**config.mk**
```make
export PLATFORM = sky130hd
export DESIGN_NAME = next186_glue_top
export DESIGN_NICKNAME = d
export VERILOG_FILES = /design/src/hdl/next186_pkg.sv /design/src/hdl/bios_stage_if.sv /design/src/hdl/bios_collector.sv /design/src/hdl/bios_feeder.sv /design/src/hdl/core_config.sv /design/src/hdl/fractional_cen.sv /design/src/hdl/gameport_timer.sv /design/src/hdl/next186_glue_top.sv /design/src/hdl/nmi_pulse.sv
export SDC_FILE = /design/constraint.sdc
export NUM_CORES = 1
export LEC_CHECK = 0
export BUFFER_PORTS_ARGS = -buffer_cell sky130_fd_sc_hd__buf_2
export CORE_AREA = 2 2 275 385
export CTS_BUF_LIST = sky130_fd_sc_hd__clkbuf_16
export DETAILED_ROUTE_END_ITERATION = 16
export DIE_AREA = 0 0 277 387
export PLACE_DENSITY_LB_ADDON = 0.12
export SLEW_MARGIN = 25
export SYNTH_ARGS = -nofsm -noshare
export SYNTH_HDL_FRONTEND = slang
export SYNTH_HIERARCHICAL = 1
export SYNTH_SLANG_ARGS = --single-unit
```
**constraint.sdc**
```tcl
create_clock -name clk_cpu -period 3.63 [get_ports clk_cpu]
set_input_delay 0.726 -clock clk_cpu [delete_from_list [all_inputs] [get_ports clk_cpu]]
set_output_delay 0.726 -clock clk_cpu [all_outputs]
set_load 0.01 [all_outputs]
```
**src/hdl/next186_pkg.sv**
```systemverilog
// widths, option types, lookup tables, rate constants and the gameport state type
`default_nettype none

package next186_pkg;

	// menu option word and the settings decoded from it
	typedef logic [10:0] status_t;
	typedef logic [4:0]  cpu_speed_t;
	typedef logic [7:0]  waitstate_t;

	// download side
	typedef logic [24:0] ioctl_addr_t;
	typedef logic [7:0]  byte_t;

	// BIOS words toward the CPU system
	typedef logic [15:0] bios_word_t;
	typedef logic [13:0] bios_addr_t;
	typedef logic [5:0]  stage_idx_t;

	// joysticks and gameport
	typedef logic [15:0] joy_axis_t;
	typedef logic [7:0]  joy_digital_t;
	typedef logic [7:0]  gameport_t;

	// menu speed code to clock divider code
	localparam cpu_speed_t SPEED_DIV_TABLE [8] = '{
		5'd0, 5'd1, 5'd2, 5'd3, 5'd7, 5'd15, 5'd31, 5'd0
	};

	// ISA wait code to CPU cycles, roughly 1, 2, 3 and 4 us
	localparam waitstate_t WAIT_TABLE [4] = '{8'd50, 8'd100, 8'd166, 8'd200};

	// OPL2 enable is 3.58 MHz, expressed in units of 10 kHz
	localparam int OPL2_STEP   = 358;
	localparam int AUDIO_RATE  = 44100;
	localparam int STAGE_BLOCK = 32;

	typedef enum logic [1:0] {
		gp_idle,
		gp_timing,
		gp_done
	} gameport_state_e;

endpackage

`default_nettype wire

```
**src/hdl/bios_stage_if.sv**
```systemverilog
// bios_stage_if interface between the BIOS byte collector and the word feeder
`default_nettype none

interface bios_stage_if;

	logic                    dl_active;
	logic                    dl_start;
	logic                    block_ready;
	next186_pkg::bios_word_t rd_word;
	next186_pkg::stage_idx_t rd_idx;

	modport collector (output dl_active, output dl_start, output block_ready,
		output rd_word, input rd_idx);

	modport feeder (input dl_active, input dl_start, input block_ready,
		input rd_word, output rd_idx);

endinterface

`default_nettype wire

```
**src/hdl/bios_collector.sv**
```systemverilog
// bios_collector module with download tracking, byte pairing and the 64-word store
`default_nettype none

module bios_collector (
	input  wire                           clk_cpu,
	input  wire                           rst_n_i,
	input  wire                           ioctl_download_i,
	input  wire                           ioctl_wr_i,
	input  wire next186_pkg::ioctl_addr_t ioctl_addr_i,
	input  wire next186_pkg::byte_t       ioctl_data_i,
	output logic                          bios_loaded_o,
	bios_stage_if.collector               stage
);

	next186_pkg::bios_word_t store [64];
	next186_pkg::byte_t      low_byte;
	logic                    dl_d;
	logic                    byte_wr;
	logic                    word_wr;

	assign byte_wr = ioctl_download_i & ioctl_wr_i;
	// odd address completes a word
	assign word_wr = byte_wr & ioctl_addr_i[0];

	assign stage.dl_active   = ioctl_download_i;
	assign stage.dl_start    = ioctl_download_i & ~dl_d;
	assign stage.block_ready = word_wr
		& (ioctl_addr_i[5:1] == 5'(next186_pkg::STAGE_BLOCK - 1));
	assign stage.rd_word     = store[stage.rd_idx];

	always_ff @(posedge clk_cpu) begin
		if (!rst_n_i) begin
			dl_d          <= 1'b0;
			bios_loaded_o <= 1'b0;
		end else begin
			dl_d <= ioctl_download_i;
			if (dl_d & ~ioctl_download_i)
				bios_loaded_o <= 1'b1;
		end
	end

	// even byte is the low half, held until its partner arrives
	always_ff @(posedge clk_cpu) begin
		if (byte_wr & ~ioctl_addr_i[0])
			low_byte <= ioctl_data_i;
		if (word_wr)
			store[ioctl_addr_i[6:1]] <= {ioctl_data_i, low_byte};
	end

endmodule

`default_nettype wire

```
**src/hdl/bios_feeder.sv**
```systemverilog
// bios_feeder module driving BIOS word address, data and write flag to the CPU system
`default_nettype none

module bios_feeder (
	input  wire                           clk_cpu,
	input  wire                           rst_n_i,
	input  wire                           bios_req_i,
	output next186_pkg::bios_addr_t       bios_addr_o,
	output next186_pkg::bios_word_t       bios_data_o,
	output logic                          bios_wr_o,
	bios_stage_if.feeder                  stage
);

	logic req_d;

	// store is read at the low bits of the running address
	assign stage.rd_idx = bios_addr_o[5:0];

	always_ff @(posedge clk_cpu) begin
		if (!rst_n_i) begin
			bios_addr_o <= '0;
			bios_wr_o   <= 1'b0;
			req_d       <= 1'b0;
		end else begin
			req_d <= bios_req_i;
			// end of a request burst closes the block
			if (req_d & ~bios_req_i)
				bios_wr_o <= 1'b0;
			else if (stage.block_ready)
				bios_wr_o <= 1'b1;
			else if (stage.dl_start)
				bios_wr_o <= 1'b0;
			if (stage.dl_start)
				bios_addr_o <= '0;
			else if (stage.dl_active & bios_req_i)
				bios_addr_o <= bios_addr_o + 1'b1;
		end
	end

	always_ff @(posedge clk_cpu) begin
		if (stage.dl_active & bios_req_i)
			bios_data_o <= stage.rd_word;
	end

endmodule

`default_nettype wire

```
**src/hdl/core_config.sv**
```systemverilog
// core_config module with option decode, system reset, fake-286 sync and UART routing
`default_nettype none

module core_config (
	input  wire                          clk_cpu,
	input  wire                          rst_n_i,
	input  wire next186_pkg::status_t    status_i,
	input  wire                          reset_button_i,
	input  wire                          bios_loaded_i,
	input  wire                          uart_rx_i,
	input  wire                          com1_tx_i,
	input  wire                          mpu_tx_i,
	output logic                         sys_reset_o,
	output next186_pkg::cpu_speed_t      cpu_speed_o,
	output next186_pkg::waitstate_t      waitstates_o,
	output logic                         fake286_o,
	output logic                         adlib_hide_o,
	output logic                         joy_swap_o,
	output logic                         uart_tx_o,
	output logic                         com1_rx_o,
	output logic                         mpu_rx_o
);

	logic fake286_r;
	logic midi;

	// option fields straight through the lookup tables
	assign cpu_speed_o  = next186_pkg::SPEED_DIV_TABLE[status_i[4:2]];
	assign waitstates_o = next186_pkg::WAIT_TABLE[status_i[6:5]];
	assign adlib_hide_o = status_i[10];
	assign joy_swap_o   = status_i[8];

	// bit 9 clear selects the MPU port
	assign midi      = ~status_i[9];
	assign uart_tx_o = midi ? mpu_tx_i : com1_tx_i;
	assign com1_rx_o = midi ? 1'b1 : uart_rx_i;
	assign mpu_rx_o  = midi ? uart_rx_i : 1'b1;

	always_ff @(posedge clk_cpu) begin
		if (!rst_n_i) begin
			sys_reset_o <= 1'b1;
			fake286_r   <= 1'b0;
			fake286_o   <= 1'b0;
		end else begin
			// held in reset until a BIOS image has arrived
			sys_reset_o <= reset_button_i | status_i[0] | ~bios_loaded_i;
			fake286_r   <= status_i[7];
			fake286_o   <= fake286_r;
		end
	end

endmodule

`default_nettype wire

```
**src/hdl/fractional_cen.sv**
```systemverilog
// fractional_cen module, accumulator clock enable for a rate of STEP/MODULUS per cycle
`default_nettype none

module fractional_cen #(
	parameter int STEP    = 1,
	parameter int MODULUS = 2
) (
	input  wire  clk_cpu,
	input  wire  rst_n_i,
	output logic cen_o
);

	// room for the largest sum before the wrap
	localparam int ACC_W = $clog2(MODULUS + STEP) + 1;

	logic [ACC_W-1:0] acc;
	logic [ACC_W-1:0] acc_next;

	assign acc_next = acc + ACC_W'(STEP);

	always_ff @(posedge clk_cpu) begin
		if (!rst_n_i) begin
			acc   <= '0;
			cen_o <= 1'b0;
		end else if (acc_next >= ACC_W'(MODULUS)) begin
			// keep the remainder so the average rate stays exact
			acc   <= acc_next - ACC_W'(MODULUS);
			cen_o <= 1'b1;
		end else begin
			acc   <= acc_next;
			cen_o <= 1'b0;
		end
	end

endmodule

`default_nettype wire

```
**src/hdl/gameport_timer.sv**
```systemverilog
// gameport_timer module with the axis one-shots, tick prescaler and button bits
`default_nettype none

module gameport_timer (
	input  wire                           clk_cpu,
	input  wire                           rst_n_i,
	input  wire next186_pkg::cpu_speed_t  cpu_speed_i,
	input  wire                           joy_swap_i,
	input  wire next186_pkg::joy_digital_t joy_digital_0_i,
	input  wire next186_pkg::joy_digital_t joy_digital_1_i,
	input  wire next186_pkg::joy_axis_t   joy_analog_0_i,
	input  wire next186_pkg::joy_axis_t   joy_analog_1_i,
	input  wire                           gameport_wr_i,
	output next186_pkg::gameport_t        gameport_o
);

	next186_pkg::gameport_state_e state;
	next186_pkg::joy_axis_t       first_stick;
	next186_pkg::joy_axis_t       second_stick;
	logic [8:0]                   presc;
	logic [7:0]                   tick;
	logic [3:0]                   shot;
	logic [3:0]                   buttons;
	logic [7:0]                   thr [4];
	logic                         tick_en;

	assign first_stick  = joy_swap_i ? joy_analog_1_i : joy_analog_0_i;
	assign second_stick = joy_swap_i ? joy_analog_0_i : joy_analog_1_i;

	// flipping the sign bit turns a signed position into a tick count
	assign thr[0] = {~second_stick[15], second_stick[14:8]};
	assign thr[1] = {~second_stick[7], second_stick[6:0]};
	assign thr[2] = {~first_stick[15], first_stick[14:8]};
	assign thr[3] = {~first_stick[7], first_stick[6:0]};

	// fire buttons read active low
	assign buttons = joy_swap_i ? ~{joy_digital_1_i[5:4], joy_digital_0_i[5:4]}
		: ~{joy_digital_0_i[5:4], joy_digital_1_i[5:4]};

	// one tick every 16 CPU clocks at the selected speed
	assign tick_en    = (presc == {cpu_speed_i, 4'hf});
	assign gameport_o = {buttons, shot};

	always_ff @(posedge clk_cpu) begin
		if (!rst_n_i) begin
			state <= next186_pkg::gp_idle;
			presc <= '0;
			tick  <= '0;
			shot  <= '0;
		end else if (gameport_wr_i) begin
			state <= next186_pkg::gp_timing;
			presc <= '0;
			tick  <= '0;
			shot  <= 4'hf;
		end else begin
			case (state)
				next186_pkg::gp_timing: begin
					for (int i = 0; i < 4; i++) begin
						if (tick == thr[i])
							shot[i] <= 1'b0;
					end
					if (tick == 8'hff) begin
						state <= next186_pkg::gp_done;
					end else if (tick_en) begin
						presc <= '0;
						tick  <= tick + 1'b1;
					end else begin
						presc <= presc + 1'b1;
					end
				end
				// full scale reached, force every axis low
				next186_pkg::gp_done: begin
					shot  <= '0;
					state <= next186_pkg::gp_idle;
				end
				default: begin
					state <= next186_pkg::gp_idle;
				end
			endcase
		end
	end

endmodule

`default_nettype wire

```
**src/hdl/next186_glue_top.sv**
```systemverilog
// next186_glue_top module wiring the config, clock enables, NMI, gameport and BIOS path
`default_nettype none

module next186_glue_top #(
	parameter int CLK_MHZ    = 50,
	parameter int NMI_CYCLES = 16777215
) (
	input  wire                            clk_cpu,
	input  wire                            rst_n_i,
	input  wire next186_pkg::status_t      status_i,
	input  wire                            reset_button_i,
	input  wire                            uart_rx_i,
	input  wire                            com1_tx_i,
	input  wire                            mpu_tx_i,
	input  wire next186_pkg::joy_digital_t joy_digital_0_i,
	input  wire next186_pkg::joy_digital_t joy_digital_1_i,
	input  wire next186_pkg::joy_axis_t    joy_analog_0_i,
	input  wire next186_pkg::joy_axis_t    joy_analog_1_i,
	input  wire                            gameport_wr_i,
	input  wire                            ioctl_download_i,
	input  wire                            ioctl_wr_i,
	input  wire next186_pkg::ioctl_addr_t  ioctl_addr_i,
	input  wire next186_pkg::byte_t        ioctl_data_i,
	input  wire                            bios_req_i,
	output logic                           sys_reset_o,
	output next186_pkg::cpu_speed_t        cpu_speed_o,
	output next186_pkg::waitstate_t        waitstates_o,
	output logic                           fake286_o,
	output logic                           adlib_hide_o,
	output logic                           uart_tx_o,
	output logic                           com1_rx_o,
	output logic                           mpu_rx_o,
	output logic                           cen_opl2_o,
	output logic                           cen_44100_o,
	output logic                           nmi_o,
	output next186_pkg::gameport_t         gameport_o,
	output next186_pkg::bios_addr_t        bios_addr_o,
	output next186_pkg::bios_word_t        bios_data_o,
	output logic                           bios_wr_o
);

	logic bios_loaded;
	logic joy_swap;

	bios_stage_if stage_bus ();

	core_config i_core_config (
		.clk_cpu        (clk_cpu),
		.rst_n_i        (rst_n_i),
		.status_i       (status_i),
		.reset_button_i (reset_button_i),
		.bios_loaded_i  (bios_loaded),
		.uart_rx_i      (uart_rx_i),
		.com1_tx_i      (com1_tx_i),
		.mpu_tx_i       (mpu_tx_i),
		.sys_reset_o    (sys_reset_o),
		.cpu_speed_o    (cpu_speed_o),
		.waitstates_o   (waitstates_o),
		.fake286_o      (fake286_o),
		.adlib_hide_o   (adlib_hide_o),
		.joy_swap_o     (joy_swap),
		.uart_tx_o      (uart_tx_o),
		.com1_rx_o      (com1_rx_o),
		.mpu_rx_o       (mpu_rx_o)
	);

	// about 3.58 MHz for the OPL2
	fractional_cen #(
		.STEP    (next186_pkg::OPL2_STEP),
		.MODULUS (CLK_MHZ * 100)
	) i_cen_opl2 (
		.clk_cpu (clk_cpu),
		.rst_n_i (rst_n_i),
		.cen_o   (cen_opl2_o)
	);

	fractional_cen #(
		.STEP    (next186_pkg::AUDIO_RATE),
		.MODULUS (CLK_MHZ * 1000000)
	) i_cen_44100 (
		.clk_cpu (clk_cpu),
		.rst_n_i (rst_n_i),
		.cen_o   (cen_44100_o)
	);

	nmi_pulse #(
		.NMI_CYCLES (NMI_CYCLES)
	) i_nmi_pulse (
		.clk_cpu      (clk_cpu),
		.rst_n_i      (rst_n_i),
		.nmi_button_i (status_i[1]),
		.nmi_o        (nmi_o)
	);

	gameport_timer i_gameport_timer (
		.clk_cpu         (clk_cpu),
		.rst_n_i         (rst_n_i),
		.cpu_speed_i     (cpu_speed_o),
		.joy_swap_i      (joy_swap),
		.joy_digital_0_i (joy_digital_0_i),
		.joy_digital_1_i (joy_digital_1_i),
		.joy_analog_0_i  (joy_analog_0_i),
		.joy_analog_1_i  (joy_analog_1_i),
		.gameport_wr_i   (gameport_wr_i),
		.gameport_o      (gameport_o)
	);

	bios_collector i_bios_collector (
		.clk_cpu          (clk_cpu),
		.rst_n_i          (rst_n_i),
		.ioctl_download_i (ioctl_download_i),
		.ioctl_wr_i       (ioctl_wr_i),
		.ioctl_addr_i     (ioctl_addr_i),
		.ioctl_data_i     (ioctl_data_i),
		.bios_loaded_o    (bios_loaded),
		.stage            (stage_bus.collector)
	);

	bios_feeder i_bios_feeder (
		.clk_cpu     (clk_cpu),
		.rst_n_i     (rst_n_i),
		.bios_req_i  (bios_req_i),
		.bios_addr_o (bios_addr_o),
		.bios_data_o (bios_data_o),
		.bios_wr_o   (bios_wr_o),
		.stage       (stage_bus.feeder)
	);

endmodule

`default_nettype wire

```
**src/hdl/nmi_pulse.sv**
```systemverilog
// nmi_pulse module, stretches a button edge into an NMI pulse of NMI_CYCLES cycles
`default_nettype none

module nmi_pulse #(
	parameter int NMI_CYCLES = 16777215
) (
	input  wire  clk_cpu,
	input  wire  rst_n_i,
	input  wire  nmi_button_i,
	output logic nmi_o
);

	localparam int CNT_W = $clog2(NMI_CYCLES + 1);

	logic [CNT_W-1:0] cnt;
	logic             btn_r;
	logic             btn_d;

	assign nmi_o = (cnt != '0);

	always_ff @(posedge clk_cpu) begin
		if (!rst_n_i) begin
			cnt   <= '0;
			btn_r <= 1'b0;
			btn_d <= 1'b0;
		end else begin
			btn_r <= nmi_button_i;
			btn_d <= btn_r;
			// new edges only count once the running pulse is over
			if (cnt != '0)
				cnt <= cnt - 1'b1;
			else if (btn_r & ~btn_d)
				cnt <= CNT_W'(NMI_CYCLES);
		end
	end

endmodule

`default_nettype wire

```
==> summary.txt <==
================================================================================
Commonest cells after routing, fill and taps aside                  sky130_fd_sc_hd__edfxtp_1, sky130_fd_sc_hd__mux4_2, sky130_fd_sc_hd__buf_4
Avg WL per Cell                                                          27.3 um
Critical path type                                                  register to output port
Yosys top cell area share                                                  0.651
Final total power                                                        28.9 mW
HPWL after detailed placement                                           77400 um
DR vias/cell                                                                5.98
Maximum number of pins on one net before global-route repair                  65
Yosys Warn Count                                                               6
Run status                                                          finished, final reports clean
Count of pins on the block boundary                                          163
Largest clock skew in the final design                                 0.0283 ns
Worst hold-check path type                                          input pin to register
Count of flip-flops with a built-in enable after synthesis                  1048
Slowest Stage Delay on Critical Path                                     0.64 ns
Vias in the first global route                                             27.2k
Setup TNS Final                                                             0 ns
Final non-filler cell area                                           54800 sq um
CP startpoint kind                                                      register
Share of post-route cells with drive strength above 1                      0.261
PwrDens                                                              528 nW/um^2
DRT antenna net count                                                          0
Routed Wire Length                                                     121000 um
WP data arrival                                                          2.67 ns
Root Buffer Master                                                  sky130_fd_sc_hd__clkbuf_16
Number of remaining DRC errors                                                 0
Largest fanout of any net on the critical path                                12
Detailed-routing iteration count for the pre-antenna-repair pass               8
Mapped Avg Cell Area                                                  17.6 sq um
Setup repair after global routing missed its margin                        false
Layout Area Growth over Synthesis                                          13.4%
Area contributors post-synth                                        sky130_fd_sc_hd__edfxtp_1, sky130_fd_sc_hd__mux4_2, sky130_fd_sc_hd__dfxtp_1, sky130_fd_sc_hd__mux2i_1, sky130_fd_sc_hd__xnor2_1
# Max-Cap Violations                                                           0
Yosys top cell by area                                              sky130_fd_sc_hd__edfxtp_1
Most common cell after layout, fill and taps aside                  sky130_fd_sc_hd__edfxtp_1
Max transition margin                                                      0.295
Total gr overflow                                                              0
Share of synthesized flip-flops with an asynchronous set or reset              0
Maximum ir drop on the vdd rail                                           327 uV
CP cell instances                                                   nor4_4 > and4_1 > nand2_2 > buf_2
Detailed router's first-iteration violation count                           2124
Net count, final                                                            3115
Row cnt                                                                      140
Worst-Margin Slew                                                        1.06 ns
Synthesized netlist net count                                               2871
Core Box Area                                                       104000 sq um
Sequential-to-total area share from yosys stat                             0.696
Worst Path Required                                                      2.90 ns
Post-synthesis cell area                                             48400 sq um
Clock sinks                                                                 1158
Buffer depth of the longest clock path                                         3
Effective utilization at floorplan                                         0.466
Post-synthesis sequential element count                                     1158
Die boundary width                                                        277 um
Overall fraction of global-route tracks in use                             0.226
Antenna violations before repair                                               6
Reported leakage power                                                   17.4 nW
Critical path endpoint category                                      output port
Synth Flop Type                                                     sky130_fd_sc_hd__edfxtp_1
Die H                                                                     387 um
Placement Cell Area                                                  51200 sq um
Area enclosed by the die boundary                                   107000 sq um
CP max stage cell                                                   sky130_fd_sc_hd__and4_1
Share of the clock period used by the worst path                           0.936
Distinct cell type count after synthesis                                     108
Number of standard cells after synthesis                                    2753
Detailed-route via count                                                   26.6k
Register-to-register path setup slack                                    0.29 ns
FMAX                                                                   0.294 GHz
Final Setup Violations                                                         0
Clk Latency, worst-skew pair                                             0.72 ns
Gp weighted congestion                                                     0.834
CTS H-Tree Depth                                                               3
Number of endpoints with negative hold slack in the final report               0
Global-route wire length before repair                                 179000 um
CTS tree                                                                     yes
Clock transition at the registers of the reported paths                  0.06 ns
Number of clock buffers inserted by TritonCTS                                110
Number of max-slew violations in the final report                              0
Port buffer count                                                            129
Min Clock Period, post-route                                             3.40 ns
Final Core Density                                                         0.529
================================================================================
[Yosys cell counts (45+ instances only)]
cell,instances
sky130_fd_sc_hd__nor2b_1,45
sky130_fd_sc_hd__buf_2,53
sky130_fd_sc_hd__dfxtp_1,110
sky130_fd_sc_hd__nand2_1,112
sky130_fd_sc_hd__clkbuf_1,48
sky130_fd_sc_hd__buf_4,45
sky130_fd_sc_hd__edfxtp_1,1048
sky130_fd_sc_hd__o21ai_0,65
sky130_fd_sc_hd__xnor2_1,58
sky130_fd_sc_hd__a21oi_1,60
sky130_fd_sc_hd__nor2_1,119
sky130_fd_sc_hd__nand2b_1,56
sky130_fd_sc_hd__mux2i_1,97
sky130_fd_sc_hd__mux4_2,256
[per-layer routing]
layer | global-route usage | vias to the layer above | part of all wire
met5 | 0 | - | 0.00019
met4 | 0.0729 | 4 | 0.027
met3 | 0.0297 | 175 | 0.058
met2 | 0.397 | 802 | 0.52
met1 | 0.292 | 13990 | 0.40
li1 | - | 11623 | -
[path summary, 6_finish.rpt]
path,end,depth (start not counted),startpoint
max,nmi_o,4,i_nmi_pulse/cnt[11]
min,i_core_config/sys_reset_o,3,reset_button_i
max reg2reg,i_cen_44100/acc[17],10,i_cen_44100/acc[2]
min reg2reg,i_core_config/sys_reset_o,1,i_bios_collector/bios_loaded_o
[power breakdown]
part | internal, mW | switching [mW] | total, mW | leakage, nW
registers | 14.7 | 0.304 | 15.0 | 10.3
logic | 0.984 | 1.62 | 2.61 | 5.33
clock network | 6.24 | 5.09 | 11.3 | 1.77
[what timing repair did]
item                       4_1_cts  5_1_grt
gates resized for setup          0        2
setup endpoints to repair        0        5
hold buffers                     0        0
setup buffers                    0        0
[cells by family after synthesis]
family	after synthesis	share of synthesized area
xor gates and xnor gates	80	0.0152
DFF	1158	0.696
adders and majority gates	16	0.00414
AOI/OAI and AO/OA	359	0.0543
other	1	0.0000775
muxes	367	0.143
and+or+nand+nor	568	0.0645
buffers and inverters	204	0.0230
[critical path: cells and delay by family, from the launching register on]
kind / cells / cell delay [ns]
flops: 1 / 0.38
simple gates: 3 / 1.40
buf+inv: 1 / 0.18
[flip-flops by register name, indices dropped and copies added (netlist names), 9 cells and up]
name,flops
i_gameport_timer/presc,9
i_bios_feeder/bios_addr_o,14
i_cen_44100/acc,25
i_bios_feeder/bios_data_o,16
i_bios_collector/store,1024
i_cen_opl2/acc,13
i_nmi_pulse/cnt,24
[layout make-up]
class                           count  area (sq um)
Fill cell                        8345         48900
Sequential cell                  1158         33700
Multi-Input combinational cell   1391         13600
Clock buffer                      111          2780
Timing Repair Buffer              299          2140
Tap cell                         1349          1690
Clock inverter                     97           778
Inverter                           37           139
Antenna cell                        5          12.5
[metrics by stage]
stage	std cells	hold slack, ns	worst slack, ns
after floorplan	2753	0.368	0.796
after global placement	4230	0.376	0.346
after detailed placement	4232	0.388	0.253
after CTS	4440	0.179	0.241
after global routing	4442	0.226	0.0270
final	4447	0.220	0.234
No activity file was read; power rests on OpenSTA's default activity.
